File: config.mk
export PLATFORM = sky130hd
export DESIGN_NAME = fixedEncoderTop
export DESIGN_NICKNAME = d
export VERILOG_FILES = /design/src/verilog/flacPkg.sv /design/src/verilog/fixedEncoder.sv /design/src/verilog/residualAccumulator.sv /design/src/verilog/orderSelector.sv /design/src/verilog/fixedEncoderTop.sv
export VERILOG_INCLUDE_DIRS = /design/src /design/src/verilog
export SDC_FILE = /design/constraint.sdc
export NUM_CORES = 2
export LEC_CHECK = 0
export ABC_CLOCK_PERIOD_IN_PS = 16300
export BUFFER_PORTS_ARGS = -buffer_cell sky130_fd_sc_hd__buf_2
export CORE_MARGIN = 5
export CORE_UTILIZATION = 34
export DETAILED_ROUTE_END_ITERATION = 6
export PLACE_DENSITY = 0.56
export RECOVER_POWER = 50
export SLEW_MARGIN = 20
export SYNTH_ARGS = -nofsm -noshare
export SYNTH_HDL_FRONTEND = slang
export SYNTH_SLANG_ARGS = --single-unit
File: constraint.sdc
create_clock -name iClock -period 16.3 [get_ports iClock]
set_input_delay 3.26 -clock iClock [delete_from_list [all_inputs] [get_ports iClock]]
set_output_delay 3.26 -clock iClock [all_outputs]
set_load 0.01 [all_outputs]
File: src/verilog/flac_defs.svh
`ifndef FLAC_DEFS_SVH
`define FLAC_DEFS_SVH

// Width of one input audio sample
`define SAMPLE_WIDTH 16

// Signed residual width
// Four guard bits above the sample cover the order 4 coefficient magnitude sum of 16
`define RESIDUAL_WIDTH 20

// Block sum of absolute residuals
// Wide enough for blocks of up to 4096 full-scale residuals
`define SUM_WIDTH 32

// Fixed predictor orders 0 to 4
`define NUM_ORDERS 5

`endif

File: src/verilog/flacPkg.sv
`default_nettype none

`include "flac_defs.svh"

package flacPkg;

    // Signed input audio sample
    typedef logic signed [`SAMPLE_WIDTH-1:0] sampleT;

    // Signed prediction residual, never wraps for 16-bit input
    typedef logic signed [`RESIDUAL_WIDTH-1:0] residualT;

    // Unsigned running sum of absolute residuals
    typedef logic [`SUM_WIDTH-1:0] sumT;

    // Index of a predictor order
    typedef logic [$clog2(`NUM_ORDERS)-1:0] orderT;

endpackage

`default_nettype wire

File: src/verilog/fixedEncoder.sv
`default_nettype none

module fixedEncoder #(
    parameter int order = 0
) (
    input  logic              iClock,
    input  logic              arstN,
    input  logic              iEnable,
    input  logic              iBlockStart,
    input  logic              iBlockEnd,
    input  flacPkg::sampleT   iSample,
    output flacPkg::residualT oResidual,
    output logic              oResidualValid,
    output logic              oResidualLast
);

    import flacPkg::*;

    // Order as a counter-width value for the warm-up compare
    localparam logic [2:0] orderBits = 3'(order);

    // Previous four samples, index 0 is the most recent
    sampleT history [4];

    // Samples seen so far in the current block, saturates at the order
    logic [2:0] warmCount;
    logic [2:0] sampleIndex;
    logic       warmUp;

    // Sign-extended taps, tap0 is the incoming sample
    residualT tap0;
    residualT tap1;
    residualT tap2;
    residualT tap3;
    residualT tap4;

    // Partial terms of the binomial difference
    residualT outerSum;
    residualT innerShift;
    residualT middleTap;

    // Pipeline registers
    residualT termOuter;
    residualT termInner;
    residualT termMiddle;
    residualT termDiff;
    residualT termMiddleDly;
    logic     valid1;
    logic     last1;
    logic     valid2;
    logic     last2;

    // A block start always counts as the first sample of its block
    assign sampleIndex = iBlockStart ? 3'd0 : warmCount;
    assign warmUp      = sampleIndex < orderBits;

    always_comb begin
        tap0 = iSample;
        tap1 = history[0];
        tap2 = history[1];
        tap3 = history[2];
        tap4 = history[3];
        // Order 0 is the sample itself
        outerSum   = tap0;
        innerShift = '0;
        middleTap  = '0;
        case (order)
            1: begin
                outerSum = tap0 - tap1;
            end
            2: begin
                // x0 - 2x1 + x2
                outerSum   = tap0 + tap2;
                innerShift = tap1 <<< 1;
            end
            3: begin
                // x0 - 3x1 + 3x2 - x3
                outerSum   = tap0 - tap3;
                innerShift = (tap1 <<< 1) + tap1;
                middleTap  = (tap2 <<< 1) + tap2;
            end
            4: begin
                // x0 - 4x1 + 6x2 - 4x3 + x4
                outerSum   = tap0 + tap4;
                innerShift = (tap1 <<< 2) + (tap3 <<< 2);
                middleTap  = (tap2 <<< 2) + (tap2 <<< 1);
            end
            default: begin
                outerSum = tap0;
            end
        endcase
        // Warm-up samples pass straight through
        if (warmUp) begin
            outerSum   = tap0;
            innerShift = '0;
            middleTap  = '0;
        end
    end

    // History window and warm-up count only move on enable
    always_ff @(posedge iClock or negedge arstN) begin
        if (!arstN) begin
            warmCount <= '0;
            for (int k = 0; k < 4; k++) begin
                history[k] <= '0;
            end
        end else if (iEnable) begin
            history[0] <= iSample;
            for (int k = 1; k < 4; k++) begin
                history[k] <= history[k-1];
            end
            if (iBlockStart) begin
                warmCount <= 3'd1;
            end else if (warmCount < orderBits) begin
                warmCount <= warmCount + 3'd1;
            end
        end
    end

    // Three-stage residual pipeline, advances every cycle
    always_ff @(posedge iClock or negedge arstN) begin
        if (!arstN) begin
            termOuter      <= '0;
            termInner      <= '0;
            termMiddle     <= '0;
            termDiff       <= '0;
            termMiddleDly  <= '0;
            oResidual      <= '0;
            valid1         <= 1'b0;
            last1          <= 1'b0;
            valid2         <= 1'b0;
            last2          <= 1'b0;
            oResidualValid <= 1'b0;
            oResidualLast  <= 1'b0;
        end else begin
            // Stage 1 partial terms
            termOuter  <= outerSum;
            termInner  <= innerShift;
            termMiddle <= middleTap;
            valid1     <= iEnable;
            last1      <= iEnable & iBlockEnd;
            // Stage 2 difference
            termDiff      <= termOuter - termInner;
            termMiddleDly <= termMiddle;
            valid2        <= valid1;
            last2         <= last1;
            // Stage 3 residual
            oResidual      <= termDiff + termMiddleDly;
            oResidualValid <= valid2;
            oResidualLast  <= last2;
        end
    end

endmodule

`default_nettype wire

File: src/verilog/residualAccumulator.sv
`default_nettype none

module residualAccumulator (
    input  logic              iClock,
    input  logic              arstN,
    input  flacPkg::residualT iResidual,
    input  logic              iResidualValid,
    input  logic              iResidualLast,
    output flacPkg::sumT      oBlockSum,
    output logic              oSumValid
);

    import flacPkg::*;

    // Magnitude of the incoming residual
    residualT absResidual;
    sumT      absExtended;
    sumT      runningTotal;
    sumT      nextTotal;

    // Largest order 4 magnitude stays below 2^19, so negation is safe
    assign absResidual = iResidual[$bits(residualT)-1] ? -iResidual : iResidual;

    // Zero extend the magnitude into the sum width
    assign absExtended = sumT'($unsigned(absResidual));
    assign nextTotal   = runningTotal + absExtended;

    always_ff @(posedge iClock or negedge arstN) begin
        if (!arstN) begin
            runningTotal <= '0;
            oBlockSum    <= '0;
            oSumValid    <= 1'b0;
        end else begin
            // One-cycle pulse after the last residual of a block
            oSumValid <= iResidualValid & iResidualLast;
            if (iResidualValid) begin
                if (iResidualLast) begin
                    // Present the block total and start over
                    oBlockSum    <= nextTotal;
                    runningTotal <= '0;
                end else begin
                    runningTotal <= nextTotal;
                end
            end
        end
    end

endmodule

`default_nettype wire

File: src/verilog/orderSelector.sv
`default_nettype none

module orderSelector (
    input  logic           iClock,
    input  logic           arstN,
    input  logic           iSumValid,
    input  flacPkg::sumT   iSum0,
    input  flacPkg::sumT   iSum1,
    input  flacPkg::sumT   iSum2,
    input  flacPkg::sumT   iSum3,
    input  flacPkg::sumT   iSum4,
    output flacPkg::orderT oBestOrder,
    output flacPkg::sumT   oBestSum,
    output logic           oOrderValid
);

    import flacPkg::*;

    // First level winners
    orderT order01;
    sumT   sum01;
    orderT order23;
    sumT   sum23;

    // Second and final level winners
    orderT order0123;
    sumT   sum0123;
    orderT orderBest;
    sumT   sumBest;

    // Left side always holds the lower orders
    // Strict compare keeps the left entry on a tie
    always_comb begin
        order01 = orderT'(0);
        sum01   = iSum0;
        if (iSum1 < iSum0) begin
            order01 = orderT'(1);
            sum01   = iSum1;
        end
        order23 = orderT'(2);
        sum23   = iSum2;
        if (iSum3 < iSum2) begin
            order23 = orderT'(3);
            sum23   = iSum3;
        end
        order0123 = order01;
        sum0123   = sum01;
        if (sum23 < sum01) begin
            order0123 = order23;
            sum0123   = sum23;
        end
        // Order 4 only wins when strictly smaller than all others
        orderBest = order0123;
        sumBest   = sum0123;
        if (iSum4 < sum0123) begin
            orderBest = orderT'(4);
            sumBest   = iSum4;
        end
    end

    always_ff @(posedge iClock or negedge arstN) begin
        if (!arstN) begin
            oBestOrder  <= '0;
            oBestSum    <= '0;
            oOrderValid <= 1'b0;
        end else begin
            oOrderValid <= iSumValid;
            if (iSumValid) begin
                oBestOrder <= orderBest;
                oBestSum   <= sumBest;
            end
        end
    end

endmodule

`default_nettype wire

File: src/verilog/fixedEncoderTop.sv
`default_nettype none

`include "flac_defs.svh"

module fixedEncoderTop (
    input  logic              iClock,
    input  logic              arstN,
    input  logic              iEnable,
    input  logic              iBlockStart,
    input  logic              iBlockEnd,
    input  flacPkg::sampleT   iSample,
    output flacPkg::residualT oResidual0,
    output flacPkg::residualT oResidual1,
    output flacPkg::residualT oResidual2,
    output flacPkg::residualT oResidual3,
    output flacPkg::residualT oResidual4,
    output logic              oResidualValid,
    output flacPkg::orderT    oBestOrder,
    output flacPkg::sumT      oBestSum,
    output logic              oOrderValid
);

    import flacPkg::*;

    // Per-order residual streams
    residualT residual [`NUM_ORDERS];
    logic     residualValid [`NUM_ORDERS];
    logic     residualLast [`NUM_ORDERS];

    // Per-order block sums
    sumT  blockSum [`NUM_ORDERS];
    logic sumValid [`NUM_ORDERS];

    // One predictor and one accumulator per order
    for (genvar k = 0; k < `NUM_ORDERS; k++) begin : gOrder

        fixedEncoder #(
            .order(k)
        ) encoder (
            .iClock         (iClock),
            .arstN          (arstN),
            .iEnable        (iEnable),
            .iBlockStart    (iBlockStart),
            .iBlockEnd      (iBlockEnd),
            .iSample        (iSample),
            .oResidual      (residual[k]),
            .oResidualValid (residualValid[k]),
            .oResidualLast  (residualLast[k])
        );

        residualAccumulator accumulator (
            .iClock         (iClock),
            .arstN          (arstN),
            .iResidual      (residual[k]),
            .iResidualValid (residualValid[k]),
            .iResidualLast  (residualLast[k]),
            .oBlockSum      (blockSum[k]),
            .oSumValid      (sumValid[k])
        );

    end

    // All accumulators finish on the same cycle, so order 0 paces the selector
    orderSelector selector (
        .iClock      (iClock),
        .arstN       (arstN),
        .iSumValid   (sumValid[0]),
        .iSum0       (blockSum[0]),
        .iSum1       (blockSum[1]),
        .iSum2       (blockSum[2]),
        .iSum3       (blockSum[3]),
        .iSum4       (blockSum[4]),
        .oBestOrder  (oBestOrder),
        .oBestSum    (oBestSum),
        .oOrderValid (oOrderValid)
    );

    // Residual outputs
    assign oResidual0 = residual[0];
    assign oResidual1 = residual[1];
    assign oResidual2 = residual[2];
    assign oResidual3 = residual[3];
    assign oResidual4 = residual[4];

    // Every encoder shares the same valid timing
    assign oResidualValid = residualValid[0];

endmodule

`default_nettype wire

# Yosys cells after proc, flatten, opt, wreduce, memory -nomap -nowiden

Index checks and enable logic that the tools add are counted.

Register bits after elaboration: 867
Input port bits: 21
Output and inout bits: 137
Logic and storage cells: 139

Add/sub/neg operators: 27
Magnitude comparators: 12
Multiplexer cells: 39
Bitwise logic cells: 2
Reductions and logical operators: 9

Operators by type and width:

| cell                                                                         | count |
|---|---|
| 32-bit 2-to-1 mux                                                            | 9 |
| 20-bit 2-to-1 mux                                                            | 14 |
| 32-bit by 20-bit adder with 32-bit output                                    | 5 |
| 32-bit less-than comparator                                                  | 4 |
| 20-bit negator                                                               | 4 |
| 20-bit subtractor                                                            | 3 |
| 3-bit 2-to-1 mux                                                             | 14 |
| 20-bit adder                                                                 | 2 |
| 17-bit by 16-bit adder with 18-bit output                                    | 2 |
| 16-bit by 16-bit adder with 17-bit output                                    | 2 |
| 16-bit by 16-bit subtractor with 17-bit output                               | 2 |
| 16-bit negator with 20-bit output                                            | 1 |
| 18-bit by 17-bit adder with 19-bit output                                    | 1 |
| 18-bit by 18-bit adder with 19-bit output                                    | 1 |
| 3-bit by 1-bit adder with 3-bit output, second input constant                | 4 |
| 3-bit by 2-bit less-than comparator with 1-bit output, second input constant | 4 |
| 2-bit AND reduction                                                          | 5 |
| 2-bit nonzero test                                                           | 4 |
| 3-bit by 1-bit less-than comparator with 1-bit output, second input constant | 2 |
| 3-bit less-than comparator, second input constant                            | 2 |
| 1-bit AND                                                                    | 2 |
| 1-bit 2-to-1 mux                                                             | 2 |

# Logic depth before layout (Yosys ltp)

Depth after elaboration: 6
Depth in mapped cells: 36
Gate-level depth less buffers: 31

# By module

Synthesis repeated with hierarchy kept, for this count alone.

Cells, all modules: 5599
Area, all modules: 54913.9 um^2

By module, submodules not included:

| module                                          | instances | cells an instance | area each (um^2) | sequential area each (um^2) |
|---|---|---|---|---|
| residualAccumulator (gOrder[0].accumulator ...) | 3         | 442               | 4035.1           | 1626.6 |
| fixedEncoder (gOrder[3].encoder)                | 1         | 911               | 9310.2           | 4204.0 |
| fixedEncoder (gOrder[4].encoder)                | 1         | 833               | 9305.2           | 4579.4 |
| orderSelector                                   | 1         | 775               | 6043.3           | 900.9 |
| fixedEncoder (gOrder[2].encoder)                | 1         | 455               | 5221.3           | 2852.7 |
| residualAccumulator (gOrder[3].accumulator)     | 1         | 500               | 4319.1           | 1626.6 |
| residualAccumulator (gOrder[4].accumulator)     | 1         | 453               | 4033.9           | 1626.6 |
| fixedEncoder (gOrder[1].encoder)                | 1         | 287               | 3188.1           | 1901.8 |
| fixedEncoder (gOrder[0].encoder)                | 1         | 59                | 1387.6           | 1351.3 |

# Worst setup path before layout

Ideal clock, no wire load.

Path kind: reg-to-reg
From: register gOrder[1].accumulator.oBlockSum[21]
To: register selector.oBestSum[22]
Library setup time: 0.082 ns
Arrival time: 6.758 ns
Required time: 16.218 ns
Path slack: 9.460 ns
Cell stages (with the launch flop): 33
Buffers on the path: 6
Clock period less this slack: 6.840 ns
Path through: dfrtp_1 ha_1 a211oi_1 o21ai_1 a221oi_2 o21ai_1 a31oi_1 buf_4 buf_2 mux2i_1 ha_1 nand4_1 or2_2 o31ai_1 buf_2 nand2b_1 clkbuf_1 nor2_1 a211o_1 ha_1 a21o_1 a21o_1 a21o_1 a21o_1 a21oi_1 o21ai_1 o22a_1 nor4_1 nor4b_4 clkbuf_1 buf_2 o31ai_1 a31oi_1

Word-level cells in the longest chain between the ends: 6

Ends and longest elaborated chain:

| element                     | RTL line                  | text |
|---|---|---|
| from (decl)                 | residualAccumulator.sv:9  | `output flacPkg::sumT oBlockSum,` |
| from (signal assigned)      | residualAccumulator.sv:39 | `oBlockSum <= nextTotal;` |
| 32-bit less-than comparator | orderSelector.sv:36       | `if (iSum1 < iSum0) begin` |
| 32-bit 2-to-1 mux *         | orderSelector.sv:36       |  |
| 32-bit less-than comparator | orderSelector.sv:48       | `if (sum23 < sum01) begin` |
| 32-bit 2-to-1 mux *         | orderSelector.sv:48       |  |
| 32-bit less-than comparator | orderSelector.sv:55       | `if (iSum4 < sum0123) begin` |
| 32-bit 2-to-1 mux *         | orderSelector.sv:55       |  |
| to (signal assigned)        | orderSelector.sv:70       | `oBestSum <= sumBest;` |
| to (decl)                   | orderSelector.sv:13       | `output flacPkg::sumT oBestSum,` |

Every way passes the cells marked *; elsewhere a longest branch is shown, timed or not.
A chain may end at the register's enable or synchronous reset.

==> flow_summary.ini <==
[floorplanning]
die_h_um = 388
die_w_um = 388
ioPinCount = 158
die_area_um2 = 150000
initial_core_util_pct = 34.2
core_um2 = 142000
rows = 138

[sta]
slew_headroom_pct = -221
rsz0062_at_grt = false
tns_ns = 0
finalCritPeriodShare_pct = 61.9
finalSetupViolations = 0
report.final.slew_viol_count = 1079
period_needed_ns = 10.09
finalHoldViolCount = 0
finalClockSkew_ns = 0.0261
tightest_slew_ns = 4.81
fmax_ghz = 0.0991

[placed_design]
place_congestion = 0.869
dp_hpwl_um = 106000
io_buffers = 157

[logic_synthesis]
synth_edf_count = 0
ys.warnings.count = 0
syn_area_um2 = 48500
netlist.area_leader.share_pct = 42.9
ys_seq_elements = 832
syn_inst = 5102
ys_types = 90
synth_area_leaders = dfrtp_1, ha_1, o21ai_0
async_reset_ff_share_pct = 100
synth_common_cells = dfrtp_1, nand2_1, o21ai_0, ha_1, inv_1
avgSynthCellArea_um2 = 9.50
synth_most_common_cell = dfrtp_1
synth_ff_type = dfrtp_1
ys_seq_area_share_pct = 42.9
synth_area_leader_cell = dfrtp_1

[layout]
regArea_um2 = 20800
area_delta_synth_final_pct = 12.5
multi_input_area_um2 = 25600
drive_above_1_share_pct = 8.49
fin_nets = 5653
n_fill_cell = 14100
finish.utilization_pct = 38.5

[worst_setup_path]
arrival_ns = 10.79
worstSetupStartpointType = primary input
path_max_fanout = 158
endpoint_kind = asynchronous set/reset pin
critPathKind = primary input to asynchronous set/reset pin
reg2reg_slack_ns = 7.58
rr_startpoint = gOrder[4].encoder.oResidualValid
cp_common_cell = clkbuf_1
critPathSlowestCell = clkbuf_1
cp_slowest_stage_delay_ns = 3.28
worstRegToRegCells = 6
crit_required_ns = 16.99
path_cells = clkbuf_1 > clkbuf_1 > buf_12 > buf_4
r2r-end = gOrder[2].accumulator.runningTotal[1]

[power]
vdd_drop_max_v = 0.000150
power_frac_seq_pct = 25.7
p_comb_share_pct = 55.7
power_density_nw_per_um2 = 230
leakagePower_nw = 24.6
p_sw_share_pct = 46.9
p_sw_mw = 5.87
internal_power_mw = 6.65
p_clk_share_pct = 18.6

[clock_tree]
post_cts_buffers = 0
cts.sinks = 832
clock_latency_ns = 0.70
htreeDepth = 3
postCtsHoldBufs = 0
cts_tree = yes
cts_buffers = 98
clk_transition_reported_paths_ns = 0.06
cts_root_buffer = clkbuf_16
post_cts_resized = 0
clockBufferDepth = 3

[routing]
vias = 37600
drc_errors = 0
first_pass_iters = 5
ant_nets = 0
finalWirelength_um = 142000
vias_per_cell = 5.26
initialDrtViolationCount = 2755
wl_per_cell_um = 19.8

[hold_path]
min_to = gOrder[1].encoder.termDiff[4]
min_from = gOrder[1].encoder.termOuter[4]
hp-class = flop to flop
hold_depth = 0

[global_routing]
grt_pass1_wl_um = 220000
grt_usage_pct = 18.5
grt_pass1_vias = 36500
grt_max_degree = 174
overflow = 0
antenna_found_initial = 10

[status]
status = finished with violations
violations = max-capacitance violations, max-slew violations

[flow_run]
drv_cap = 18
[layout by cell type, fill, tap and decap left out, drive strengths merged, types with 41 or more instances in the layout]
cell type and count:
a21o 80, a21oi 232, a31oi 76, buf 160, clkbuf 158, dfrtp 832, ha 430, inv 335
nand2 548, nand2b 46, nand3 113, nor2 322, nor3 73, o21ai 496, o2bb2ai 85, o31ai 116
or3 47, or4 41, xnor2 218, xor2 111
[through the flow]
stage,hold WS (ns),area [um2],total power [mW],instances,worst slack (ns)
after floorplan,0.331,48500,7.86,5108,9.46
after global placement,0.331,51200,10.1,6975,8.15
final,0.336,54500,12.5,7160,6.21
after CTS,0.340,54600,12.6,7156,8.05
after detailed placement,0.335,51200,10.2,6975,8.08
after global routing,0.348,54500,13.5,7156,4.73
[worst max-delay path: cells and delay by family]
kind                   cells  cell delay, ns
buffers and inverters      4            7.22
[how the worst max path moves through the flow]
stage | slack [ns] | start | to
2_1_floorplan | 9.46 | gOrder[1].accumulator.oBlockSum[21] | selector.oBestSum[22]
5_1_grt | 4.73 | arstN | gOrder[3].encoder.termMiddle[14]
3_3_place_gp | 8.15 | gOrder[0].accumulator.oBlockSum[2] | selector.oBestSum[0]
6_report | 6.21 | arstN | gOrder[3].encoder.termMiddle[14]
3_5_place_dp | 8.08 | gOrder[3].accumulator.oBlockSum[2] | selector.oBestSum[0]
4_1_cts | 8.05 | gOrder[3].accumulator.oBlockSum[2] | selector.oBestSum[0]
[kinds of logic after synthesis]
logic type	after synthesis	share of synthesized area [%]
adders and majority gates	447	11.8
AOI/OAI and AO/OA	1451	19.5
DFF	832	42.9
xor gates and xnor gates	329	5.94
other	1	0.00774
and+or+nand+nor	1412	13.6
muxes	79	1.78
buffers and inverters	551	4.38
[layout make-up]
type	count	area share, %
Multi-Input combinational cell	3725	47.0
Sequential cell	832	38.2
Clock buffer	124	5.03
Tap cell	1890	4.34
Inverter	334	2.30
Timing Repair Buffer	194	1.87
Clock inverter	57	1.22
Antenna cell	4	0.0184
[state kept, by name, summed over array words and instances (netlist names), 3 cells and up]
name / count
gOrder.encoder.oResidual: 93
gOrder.encoder.termDiff: 93
gOrder.encoder.history: 64
gOrder.encoder.warmCount: 12
gOrder.encoder.termMiddleDly: 36
gOrder.encoder.termMiddle: 36
gOrder.accumulator.oBlockSum: 160
selector.oBestOrder: 3
selector.oBestSum: 32
gOrder.accumulator.runningTotal: 160
gOrder.encoder.termOuter: 84
gOrder.encoder.termInner: 51
[metal layers]
layer | routed length [um] | part of all wire, % | track usage (%)
met3 | 7310 | 5.1 | 3.59
met2 | 66500 | 47 | 30.7
met5 | 40 | 0.028 | 0
met1 | 63500 | 45 | 24.6
met4 | 4730 | 3.3 | 5.56
[power by group through the flow]
stage / clock network, mW / logic (mW) / registers [mW]
floorplan: 0 / 4.80 / 3.06
finish: 2.32 / 6.98 / 3.22
global route: 2.47 / 7.73 / 3.28
CTS: 2.38 / 6.99 / 3.21
detailed placement: 0 / 6.95 / 3.25
global placement: 0 / 6.85 / 3.24
(Power assumes the default switching activity.)
